`config.mk`:
```
export PLATFORM = sky130hd
export DESIGN_NAME = io_block
export DESIGN_NICKNAME = d
export VERILOG_FILES = /design/src/rtl/io_map_pkg.sv /design/src/rtl/synth_pkg.sv /design/src/rtl/button_fifo.sv /design/src/rtl/uart_port.sv /design/src/rtl/perf_counters.sv /design/src/rtl/synth_regs.sv /design/src/rtl/io_block.sv
export SDC_FILE = /design/constraint.sdc
export NUM_CORES = 1
export LEC_CHECK = 0
export BUFFER_PORTS_ARGS = -buffer_cell sky130_fd_sc_hd__buf_4
export CORE_MARGIN = 10
export CORE_UTILIZATION = 24
export CTS_CLUSTER_DIAMETER = 80
export DETAILED_ROUTE_END_ITERATION = 6
export SLEW_MARGIN = 5
export SYNTH_ARGS = -nofsm -noshare
export SYNTH_HDL_FRONTEND = slang
export SYNTH_SLANG_ARGS = --single-unit
```
`constraint.sdc`:
```
create_clock -name clk -period 3 [get_ports clk]
set_input_delay 0.3 -clock clk [delete_from_list [all_inputs] [get_ports clk]]
set_output_delay 0.3 -clock clk [all_outputs]
set_load 0.02 [all_outputs]
```
`src/rtl/io_map_pkg.sv`:
```
package io_map_pkg;

    // Bus word, word address and byte lanes
    typedef logic [31:0] word_t;
    typedef logic [13:0] io_addr_t;
    typedef logic [3:0]  byte_en_t;

    typedef logic [7:0]  byte_t;
    typedef logic [5:0]  led_t;

    // Word addresses
    localparam io_addr_t ADDR_UART_STATUS  = 14'd0;
    localparam io_addr_t ADDR_UART_RX      = 14'd1;
    localparam io_addr_t ADDR_UART_TX      = 14'd2;
    localparam io_addr_t ADDR_CYCLES       = 14'd4;
    localparam io_addr_t ADDR_RETIRED      = 14'd5;
    localparam io_addr_t ADDR_COUNT_CLEAR  = 14'd6;
    localparam io_addr_t ADDR_BTN_EMPTY    = 14'd8;
    localparam io_addr_t ADDR_BTN_DATA     = 14'd9;
    localparam io_addr_t ADDR_SWITCHES     = 14'd10;
    localparam io_addr_t ADDR_LEDS         = 14'd12;
    localparam io_addr_t ADDR_CARRIER_BASE = 14'd64;
    localparam io_addr_t ADDR_MOD_FCW      = 14'd128;
    localparam io_addr_t ADDR_MOD_SHIFT    = 14'd129;
    localparam io_addr_t ADDR_NOTE_EN      = 14'd130;
    localparam io_addr_t ADDR_TX_REQ       = 14'd132;
    localparam io_addr_t ADDR_TX_ACK       = 14'd133;

endpackage

```
`src/rtl/synth_pkg.sv`:
```
package synth_pkg;

    // NCO frequency control word
    typedef logic [23:0] fcw_t;

    // Modulator shift term
    typedef logic [4:0] shift_t;

    localparam int NUM_CARRIERS = 4;

    // One enable bit per carrier
    typedef logic [NUM_CARRIERS-1:0] note_mask_t;

endpackage

```
`src/rtl/button_fifo.sv`:
```
`timescale 1ns/1ps

module button_fifo #(
    parameter int FIFO_DEPTH  = 8,
    parameter int NUM_BUTTONS = 3
) (
    input  logic                   clk,
    input  logic                   rst,
    input  logic [NUM_BUTTONS-1:0] buttons,
    input  logic                   pop,
    output logic [NUM_BUTTONS-1:0] head,
    output logic                   empty
);
    localparam int PTR_W = (FIFO_DEPTH > 1) ? $clog2(FIFO_DEPTH) : 1;
    localparam int CNT_W = $clog2(FIFO_DEPTH + 1);

    logic [NUM_BUTTONS-1:0] buttons_q;
    logic [NUM_BUTTONS-1:0] mem [FIFO_DEPTH];
    logic [PTR_W-1:0]       wr_ptr;
    logic [PTR_W-1:0]       rd_ptr;
    logic [CNT_W-1:0]       count;
    logic                   full;
    logic                   push;

    function automatic logic [PTR_W-1:0] next_ptr(input logic [PTR_W-1:0] ptr);
        if (ptr == PTR_W'(FIFO_DEPTH - 1)) begin
            return '0;
        end
        return ptr + 1'b1;
    endfunction

    assign full  = (count == CNT_W'(FIFO_DEPTH));
    assign empty = (count == '0);
    assign head  = mem[rd_ptr];

    // Any rising edge captures the whole vector, dropped when full
    assign push = |(buttons & ~buttons_q) && !full;

    always_ff @(posedge clk) begin
        if (rst) begin
            buttons_q <= '0;
            wr_ptr    <= '0;
            rd_ptr    <= '0;
            count     <= '0;
        end else begin
            buttons_q <= buttons;
            if (push) begin
                wr_ptr <= next_ptr(wr_ptr);
            end
            if (pop) begin
                rd_ptr <= next_ptr(rd_ptr);
            end
            case ({push, pop})
                2'b10:   count <= count + 1'b1;
                2'b01:   count <= count - 1'b1;
                default: count <= count;
            endcase
        end
    end

    always_ff @(posedge clk) begin
        if (push) begin
            mem[wr_ptr] <= buttons;
        end
    end

    // Top level must gate the pop with the empty flag
    pop_not_empty: assert property (@(posedge clk) disable iff (rst) pop |-> !empty);

endmodule

```
`src/rtl/uart_port.sv`:
```
`timescale 1ns/1ps

module uart_port (
    input  logic              clk,
    input  logic              rst,
    input  logic              tx_write,
    input  io_map_pkg::byte_t wdata,
    output io_map_pkg::byte_t tx_data,
    output logic              tx_valid,
    input  logic              tx_ready,
    input  logic              rx_pop,
    output logic              rx_ready
);

    // Transmit byte and pending flag
    always_ff @(posedge clk) begin
        if (rst) begin
            tx_data  <= '0;
            tx_valid <= 1'b0;
        end else if (tx_write) begin
            tx_data  <= wdata;
            tx_valid <= 1'b1;
        end else if (tx_ready) begin
            tx_valid <= 1'b0;
        end
    end

    // One pulse per read of the receive word
    always_ff @(posedge clk) begin
        if (rst) begin
            rx_ready <= 1'b0;
        end else begin
            rx_ready <= rx_pop;
        end
    end

    no_write_while_pending: assert property (
        @(posedge clk) disable iff (rst) tx_write |-> !tx_valid
    );

endmodule

```
`src/rtl/perf_counters.sv`:
```
`timescale 1ns/1ps

module perf_counters (
    input  logic              clk,
    input  logic              rst,
    input  logic              clear,
    input  logic              retire,
    output io_map_pkg::word_t cycles,
    output io_map_pkg::word_t retired
);

    // Free-running cycle count
    always_ff @(posedge clk) begin
        if (rst || clear) begin
            cycles <= '0;
        end else begin
            cycles <= cycles + 1'b1;
        end
    end

    // Counts only cycles where an instruction retires
    always_ff @(posedge clk) begin
        if (rst || clear) begin
            retired <= '0;
        end else if (retire) begin
            retired <= retired + 1'b1;
        end
    end

endmodule

```
`src/rtl/synth_regs.sv`:
```
`timescale 1ns/1ps

module synth_regs (
    input  logic                                          clk,
    input  logic                                          rst,
    input  io_map_pkg::io_addr_t                          io_addr,
    input  io_map_pkg::word_t                             io_wdata,
    input  io_map_pkg::byte_en_t                          io_we,
    output synth_pkg::fcw_t [synth_pkg::NUM_CARRIERS-1:0] carrier_fcw,
    output synth_pkg::fcw_t                               mod_fcw,
    output synth_pkg::shift_t                             mod_shift,
    output synth_pkg::note_mask_t                         note_enable,
    output logic                                          tx_req
);
    import io_map_pkg::*;
    import synth_pkg::*;

    // Lane 3 has no storage behind it
    function automatic fcw_t merge_fcw(input fcw_t cur, input word_t wdata, input byte_en_t be);
        fcw_t merged;
        merged = cur;
        for (int b = 0; b < $bits(fcw_t) / 8; b++) begin
            if (be[b]) begin
                merged[b*8 +: 8] = wdata[b*8 +: 8];
            end
        end
        return merged;
    endfunction

    always_ff @(posedge clk) begin
        if (rst) begin
            carrier_fcw <= '0;
            mod_fcw     <= '0;
            mod_shift   <= '0;
            note_enable <= '0;
            tx_req      <= 1'b0;
        end else begin
            for (int c = 0; c < NUM_CARRIERS; c++) begin
                if (io_addr == io_addr_t'(ADDR_CARRIER_BASE + c)) begin
                    carrier_fcw[c] <= merge_fcw(carrier_fcw[c], io_wdata, io_we);
                end
            end
            if (io_addr == ADDR_MOD_FCW) begin
                mod_fcw <= merge_fcw(mod_fcw, io_wdata, io_we);
            end
            // Narrow registers take byte 0 only
            if (io_we[0]) begin
                case (io_addr)
                    ADDR_MOD_SHIFT: mod_shift   <= io_wdata[$bits(shift_t)-1:0];
                    ADDR_NOTE_EN:   note_enable <= io_wdata[NUM_CARRIERS-1:0];
                    ADDR_TX_REQ:    tx_req      <= io_wdata[0];
                    default: ;
                endcase
            end
        end
    end

endmodule

```
`src/rtl/io_block.sv`:
```
`timescale 1ns/1ps

module io_block #(
    parameter int FIFO_DEPTH  = 8,
    parameter int NUM_BUTTONS = 3
) (
    input  logic                                          clk,
    input  logic                                          rst,
    input  io_map_pkg::io_addr_t                          io_addr,
    input  io_map_pkg::word_t                             io_wdata,
    input  io_map_pkg::byte_en_t                          io_we,
    input  logic                                          io_rd,
    output io_map_pkg::word_t                             io_rdata,
    input  logic                                          retire,
    input  io_map_pkg::byte_t                             rx_data,
    input  logic                                          rx_valid,
    output logic                                          rx_ready,
    output io_map_pkg::byte_t                             tx_data,
    output logic                                          tx_valid,
    input  logic                                          tx_ready,
    input  logic [NUM_BUTTONS-1:0]                        buttons,
    input  logic [1:0]                                    switches,
    output io_map_pkg::led_t                              leds,
    output synth_pkg::fcw_t [synth_pkg::NUM_CARRIERS-1:0] carrier_fcw,
    output synth_pkg::fcw_t                               mod_fcw,
    output synth_pkg::shift_t                             mod_shift,
    output synth_pkg::note_mask_t                         note_enable,
    output logic                                          tx_req,
    input  logic                                          tx_ack
);
    import io_map_pkg::*;
    import synth_pkg::*;

    logic                   tx_write;
    logic                   rx_pop;
    logic                   btn_pop;
    logic                   count_clear;
    logic                   led_write;
    logic                   btn_empty;
    logic [NUM_BUTTONS-1:0] btn_head;
    word_t                  cycles;
    word_t                  retired;
    word_t                  rd_word;

    // Per-block strobes
    assign tx_write    = io_we[0] && (io_addr == ADDR_UART_TX);
    assign led_write   = io_we[0] && (io_addr == ADDR_LEDS);
    assign count_clear = (|io_we) && (io_addr == ADDR_COUNT_CLEAR);
    assign rx_pop      = io_rd && (io_addr == ADDR_UART_RX);
    assign btn_pop     = io_rd && (io_addr == ADDR_BTN_DATA) && !btn_empty;

    always_ff @(posedge clk) begin
        if (rst) begin
            leds <= '0;
        end else if (led_write) begin
            leds <= io_wdata[$bits(led_t)-1:0];
        end
    end

    always_comb begin
        rd_word = '0;
        case (io_addr)
            ADDR_UART_STATUS: rd_word = {30'b0, rx_valid, tx_ready};
            ADDR_UART_RX:     rd_word = word_t'(rx_data);
            ADDR_UART_TX:     rd_word = word_t'(tx_data);
            ADDR_CYCLES:      rd_word = cycles;
            ADDR_RETIRED:     rd_word = retired;
            ADDR_BTN_EMPTY:   rd_word = word_t'(btn_empty);
            ADDR_BTN_DATA:    rd_word = btn_empty ? '0 : word_t'(btn_head);
            ADDR_SWITCHES:    rd_word = word_t'(switches);
            ADDR_LEDS:        rd_word = word_t'(leds);
            ADDR_MOD_FCW:     rd_word = word_t'(mod_fcw);
            ADDR_MOD_SHIFT:   rd_word = word_t'(mod_shift);
            ADDR_NOTE_EN:     rd_word = word_t'(note_enable);
            ADDR_TX_REQ:      rd_word = word_t'(tx_req);
            ADDR_TX_ACK:      rd_word = word_t'(tx_ack);
            default: begin
                for (int c = 0; c < NUM_CARRIERS; c++) begin
                    if (io_addr == io_addr_t'(ADDR_CARRIER_BASE + c)) begin
                        rd_word = word_t'(carrier_fcw[c]);
                    end
                end
            end
        endcase
    end

    // Read data holds until the next strobe
    always_ff @(posedge clk) begin
        if (io_rd) begin
            io_rdata <= rd_word;
        end
    end

    button_fifo #(
        .FIFO_DEPTH (FIFO_DEPTH),
        .NUM_BUTTONS(NUM_BUTTONS)
    ) button_fifo_i (
        .clk    (clk),
        .rst    (rst),
        .buttons(buttons),
        .pop    (btn_pop),
        .head   (btn_head),
        .empty  (btn_empty)
    );

    uart_port uart_port_i (
        .clk     (clk),
        .rst     (rst),
        .tx_write(tx_write),
        .wdata   (io_wdata[7:0]),
        .tx_data (tx_data),
        .tx_valid(tx_valid),
        .tx_ready(tx_ready),
        .rx_pop  (rx_pop),
        .rx_ready(rx_ready)
    );

    perf_counters perf_counters_i (
        .clk    (clk),
        .rst    (rst),
        .clear  (count_clear),
        .retire (retire),
        .cycles (cycles),
        .retired(retired)
    );

    synth_regs synth_regs_i (
        .clk        (clk),
        .rst        (rst),
        .io_addr    (io_addr),
        .io_wdata   (io_wdata),
        .io_we      (io_we),
        .carrier_fcw(carrier_fcw),
        .mod_fcw    (mod_fcw),
        .mod_shift  (mod_shift),
        .note_enable(note_enable),
        .tx_req     (tx_req)
    );

    rd_we_exclusive: assert property (@(posedge clk) disable iff (rst) !(io_rd && |io_we));

endmodule

```
==> impl_metrics.json, run 1 <==
{
  "status": "complete, but fails checks",
  "violations": "DRC",
  "insertion_delay_ns": 0.58,
  "slew_headroom_pct": 52.5,
  "drtPass1Iterations": 7,
  "cts_tree": "yes",
  "min_period_ns": 2.45,
  "yosysTopAreaCell": "dfxtp_1",
  "critical_path_class": "register to register",
  "crit_family": "simple AND/OR/NAND/NOR gates",
  "cp_max_fo": 7,
  "p_leak_uw": 0.00619,
  "layout_setup_ws_ns": 0.552,
  "routedWlPerCell_um": 20.9,
  "antenna_found_initial": 1,
  "clockBufferDepth": 3,
  "grt_pass1_wl_mm": 73.3,
  "setup_viol": 0,
  "die_w_um": 249,
  "wirelength_mm": 48.9,
  "hold_start": "io_wdata[7]",
  "io_buffers": 239,
  "r2r_start": "button_fifo_i.count[1]$_SDFFE_PP0P_",
  "syn_nets": 1486,
  "netlist.area_leader.share_pct": 36.0,
  "finalCritPeriodShare_pct": 81.6,
  "syn_inst": 1407,
  "initial_core_util_pct": 24.4,
  "synth_most_common_cell": "dfxtp_1",
  "skew_ns": 0.0128,
  "pin_count": 248,
  "drt_iter0_markers": 1067,
  "gp_congestion": 0.875,
  "grt_usage_pct": 14.9,
  "synth-edff-count": 56,
  "rsz0062_at_grt": "false",
  "ys_seq_area_share_pct": 49.3,
  "cp-startpoint": "button_fifo_i.count[1]$_SDFFE_PP0P_",
  "cts_resized": 0,
  "stdcell_count": 2341,
  "drv_cap": 0,
  "critPathRequiredTime_ns": 3.50,
  "nNetsFinal": 1715,
  "drive_gt1_share_pct": 21.6,
  "hold_viol": 0,
  "fillers": 5335,
  "drc_errors": 5,
  "end_kind": "register",
  "ys.flop_type": "dfxtp_1",
  "critPathMaxStageDelay_ns": 0.47,
  "clkTransAtPathRegs_ns": 0.07,
  "core_um2": 51600,
  "powerDensity_nw_per_um2": 506,
  "grt_max_degree": 81,
  "syn2layout_area_growth_pct": 29.6,
  "avgSynthCellArea_um2": 8.94,
  "clockRootBuffer": "clkbuf_16",
  "vias_per_cell": 4.93,
  "fin_util_pct": 31.6,
  "tns_ns": 0,
  "yosys_warnings": 0,
  "peakVddDrop_mv": 0.355,
  "antenna_left": 0,
  "cts.sink_count": 282,
  "die_area_um2": 62000,
  "dpl.cell_count": 2270,
  "crit_chain": "nor4_1 > nor4b_1 > nand3_1 > inv_1 > ha_1 > xor2_1 > ha_1 > a21oi_1 > xor2_1 > or3_1 > a21oi_1",
  "hold_class": "primary input to register",
  "cts-buffers-inserted": 30,
  "dp_hpwl_mm": 37.3,
  "synth_seq_cells": 282,
  "worstPathArrival_ns": 2.95,
  "netlist_area_um2": 12600,
  "ys_top_cells_by_area": "dfxtp_1 36%, edfxtp_1 13%, nand2_1 6.4%",
  "die_h_um": 249,
  "critical_path_buf_inv_count": 1,
  "std_cell_rows": 83,
  "grt_pass1_vias": 11300,
  "via_count": 11500,
  "post-cts-setup-buffers": 0,
  "final_max_slew_viol_count": 0,
  "synth_common_cells": "226 x dfxtp_1, 213 x nand2_1, 152 x a21oi_1, 141 x nor2_1, 70 x clkbuf_1",
  "fmax_mhz": 408,
  "crit_slowest_cell": "dfxtp_1",
  "synthArstFlopShare_pct": 0,
  "dp_slack_ns": 0.357,
  "ctsHoldBuffers": 14,
  "htreeDepth": 1,
  "ys_types": 67,
  "worstMarginPinSlew_ns": 0.711,
  "cp-start-kind": "register",
  "grt_overflow": 0
}
-- worst paths after layout --
check / cells past startpoint / endpoint / slack, ns
worst min-delay path: 3 / uart_port_i.tx_data[7]$_SDFFE_PP0P_ / 0.02
worst max-delay path: 11 / button_fifo_i.count[2]$_SDFFE_PP0P_ / 0.55
worst min register to register: 2 / synth_regs_i.carrier_fcw[60]$_SDFFE_PP0P_ / 0.48
worst max register to register: 11 / button_fifo_i.count[2]$_SDFFE_PP0P_ / 0.55
-- sequential cells by signal, summed over array words and instances, names as in the netlist, 6 cells and up, named ones only --
name                      flops
leds                          6
synth_regs_i.mod_fcw         24
perf_counters_i.cycles       32
perf_counters_i.retired      32
synth_regs_i.carrier_fcw     96
button_fifo_i.mem            24
io_rdata                     32
uart_port_i.tx_data           8
-- stage by stage --
step / area [um2] / power, uW / hold slack, ns
final: 16300 / 8260 / 0.0230
after CTS: 16300 / 8330 / 0.000534
after global routing: 16300 / 8510 / 0.0183
after floorplan: 12600 / 4250 / 0.399
after detailed placement: 15200 / 4500 / 0.462
after global placement: 15200 / 4490 / 0.452
-- per-layer routing --
| layer | GRT usage, % | up-vias | routed length (um) |
|---|---|---|---|
| met3 | 3.68 | 57 | 4280 |
| met5 | 0 | - | 0 |
| li1 | - | 5468 | - |
| met1 | 19.9 | 5539 | 21400 |
| met4 | 3.58 | 0 | 893 |
| met2 | 23.7 | 478 | 22300 |
-- where the power goes --
part           total [uW]  leakage, uW  internal [uW]  switching [uW]
Sequential           3950      0.00237           3910            42.5
Combinational         480      0.00333            177             303
Clock                3830     0.000499           2240            1590
Total                8260      0.00619           6320            1940
-- cells by family after synthesis --
| family | count (synthesis) | share of synthesized area (%) |
|---|---|---|
| compound gates | 288 | 13.5 |
| xor+xnor | 58 | 4.04 |
| fa+ha+maj | 9 | 0.895 |
| buf+inv | 109 | 3.65 |
| flops | 282 | 49.3 |
| mux | 69 | 6.14 |
| simple gates | 592 | 22.4 |
-- worst min-delay path, stage by stage --
cell and delay, ns:
buf_4 0.14, nand2_1 0.06, a21oi_1 0.05
-- layout by cell type, fill, tap and decap left out, drive strengths merged, types with 8 or more instances in the layout --
cell         count
inv             14
a22o            12
nor2           143
o21ai           60
nand2          213
nand4           27
and3            14
nor4            13
clkinv           8
clkbuf          44
nand3           69
nor2b           10
mux2i           57
nor3b            8
and2             9
dlygate4sd3     14
xnor2           25
a222oi          18
a22oi           10
xor2            33
ha               9
nor3            38
dfxtp          226
a21oi          152
buf            279
edfxtp          56
or3             10
nand2b          11
-- cell type report --
class                      instances  area (um2)  share of cell area, %
tap                              680         851                   5.22
sequential                       282        6210                   38.0
timing repair buffer             293        2260                   13.9
clock inverter                    12         123                  0.752
inverter                          13        48.8                  0.299
antenna                            1        2.50                 0.0153
clock buffer                      44         895                   5.48
multi-input combinational       1016        5930                   36.3
(Power assumes the default switching activity.)
==> inputs of run 2 (changes only) <==
==> constraint.sdc (replaced) <==
create_clock -name clk -period 2.25 [get_ports clk]
set_input_delay 0.225 -clock clk [delete_from_list [all_inputs] [get_ports clk]]
set_output_delay 0.225 -clock clk [all_outputs]
set_load 0.02 [all_outputs]
==> run 2 against run 1 <==
Against the previous run:
- the run now ends clean
- core utilization is 1.3 points higher
- non-clock buffer count is 60 higher
- sequential cell count stayed put
- fmax is 12% higher
- die area stayed put
- combinational power is 52% higher
- design area is 4.0% higher
- count of clock-buffer cells in the layout is 6 lower
- critical path type unchanged
- highest routed layer unchanged
==> impl_metrics.json, run 2 (synthesis results as in run 1) <==
{
  "status": "finished, final reports clean",
  "cp_max_fo": 2,
  "critPathRequiredTime_ns": 2.73,
  "rsz0062_at_grt": "true",
  "grt_usage_pct": 15.1,
  "io_buffers": 239,
  "crit_top_cell": "xor2_1",
  "crit_chain": "nor4_4 > nor4b_4 > nand3_2 > inv_2 > ha_4 > xor2_1 > ha_2 > a21oi_2 > xor2_1 > or3_1 > a21oi_1",
  "grt_max_degree": 81,
  "crit_slowest_cell": "nor4_4",
  "pin_count": 248,
  "fmax_mhz": 456,
  "hold_start": "buttons[1]",
  "use_met1_pct": 20.1,
  "min_period_ns": 2.19,
  "wirelength_mm": 49.9,
  "nNetsFinal": 1774,
  "drv_cap": 0,
  "multi_input_comb_area_um2": 6010,
  "peakVddDrop_mv": 0.477,
  "cts.sink_count": 282,
  "cp-startpoint": "button_fifo_i.count[2]$_SDFFE_PP0P_",
  "std_cell_rows": 83,
  "die_w_um": 249,
  "clkTransAtPathRegs_ns": 0.06,
  "clockBufferDepth": 3,
  "grt_util_met2_pct": 24.2,
  "ff_latch_area_um2": 6210,
  "initial_core_util_pct": 24.4,
  "via_count": 11700,
  "cts-buffers-inserted": 29,
  "largest-register": "synth_regs_i.carrier_fcw",
  "hold_class": "primary input to register",
  "largest_reg_flops": 96,
  "layout_common_cells": "319 x buf_4, 222 x dfxtp_1, 213 x nand2_1",
  "insertion_delay_ns": 0.57,
  "critical_path_class": "register to register",
  "final_max_slew_viol_count": 0,
  "syn2layout_area_growth_pct": 34.8,
  "drt_iter0_markers": 1113,
  "globalRouteMet3Util_pct": 3.74,
  "fin_util_pct": 32.9,
  "dp_hpwl_mm": 38.1,
  "p_leak_uw": 0.00652,
  "cp-start-kind": "register",
  "grt_pass1_vias": 11600,
  "worstMarginPinSlew_ns": 0.807,
  "powerDensity_nw_per_um2": 660,
  "end_kind": "register",
  "power.total_uw": 11200,
  "vias_per_cell": 4.88,
  "die_area_um2": 62000,
  "gp_congestion": 0.902,
  "critical_path_buf_inv_count": 1,
  "worstPathArrival_ns": 2.67,
  "setup_viol": 0,
  "routedWlPerCell_um": 20.8,
  "slew_headroom_pct": 46.1,
  "antenna_left": 0,
  "hold_viol": 0,
  "finalCritPeriodShare_pct": 97.4,
  "htreeDepth": 1,
  "drtPass1Iterations": 6,
  "die_h_um": 249,
  "drive_gt1_share_pct": 24.7,
  "core_um2": 51600,
  "critPathMaxStageDelay_ns": 0.39,
  "skew_ns": 0.0226,
  "grt_pass1_wl_mm": 74.4,
  "grt_overflow": 0,
  "antenna_found_initial": 1,
  "grt_most_used_layer": "met2",
  "crit_family": "simple AND/OR/NAND/NOR gates",
  "mostFrequentLayoutCell": "buf_4",
  "r2r_start": "button_fifo_i.count[2]$_SDFFE_PP0P_",
  "cts_tree": "yes",
  "drc_errors": 0,
  "reg2reg_slack_ns": 0.06,
  "fillers": 5294,
  "clockRootBuffer": "clkbuf_16"
}
run 2: cell types whose count changed in the layout (fill, tap and decap cells not counted), moves of 2 or more:
cell,before,now
buf_4,277,319
dlygate4sd3_1,14,26
buf_12,2,8
clkbuf_1,6,2
dfxtp_1,226,222
dfxtp_2,0,4
clkinv_2,3,6
ha_1,9,6
bufinv_16,2,4
clkinv_4,2,0
ha_2,0,2
inv_6,0,2
nor4_4,0,2
run 2: cell type report:
type	instances	share of cell area (%)
antenna	2	0.0295
clock buffer	38	4.96
clock inverter	16	1.10
inverter	13	0.288
multi-input combinational	1016	35.4
sequential	282	36.6
tap	680	5.01
timing repair buffer	353	16.6
run 2: timing repair:
item / in CTS / in global routing
hold buffers: 26 / 0
buffers inserted: 0 / 1
pin swaps: 0 / 8
hold endpoints to repair: 122 / 0
gates resized for setup: 1 / 11
gates cloned: 0 / 0
endpoints found under the setup margin: 2 / 2
run 2: power breakdown:
group	total (uW)	internal [uW]	switching, uW
Clock	5200	3080	2120
Combinational	730	290	440
Sequential	5270	5210	53.1
Total	11200	8590	2610
run 2: metal layers:
metal,vias up,part of all wire (%)
li1,5589,-
met4,0,1.7
met5,-,0
met3,46,8.2
met1,5645,44
met2,429,46
run 2: path summary, 6_finish.rpt:
kind | cells after the start | endpoint
min | 2 | button_fifo_i.mem[6][1]$_DFFE_PP_
max reg2reg | 11 | button_fifo_i.count[2]$_SDFFE_PP0P_
max | 11 | button_fifo_i.count[2]$_SDFFE_PP0P_
min reg2reg | 2 | synth_regs_i.carrier_fcw[86]$_SDFFE_PP0P_
run 2: stage by stage:
step	TNS [ns]	setup slack (ns)	area [um2]	std cells	hold WS [ns]
3_3_place_gp	-0.112	-0.112	15600	2318	0.455
2_1_floorplan	0	0.000995	12600	1407	0.324
5_1_grt	-0.0860	-0.0860	17000	2398	0.0327
6_report	0	0.0591	17000	2400	0.0304
3_5_place_dp	-0.173	-0.114	15600	2318	0.462
4_1_cts	0	0.0239	16900	2398	0.0125
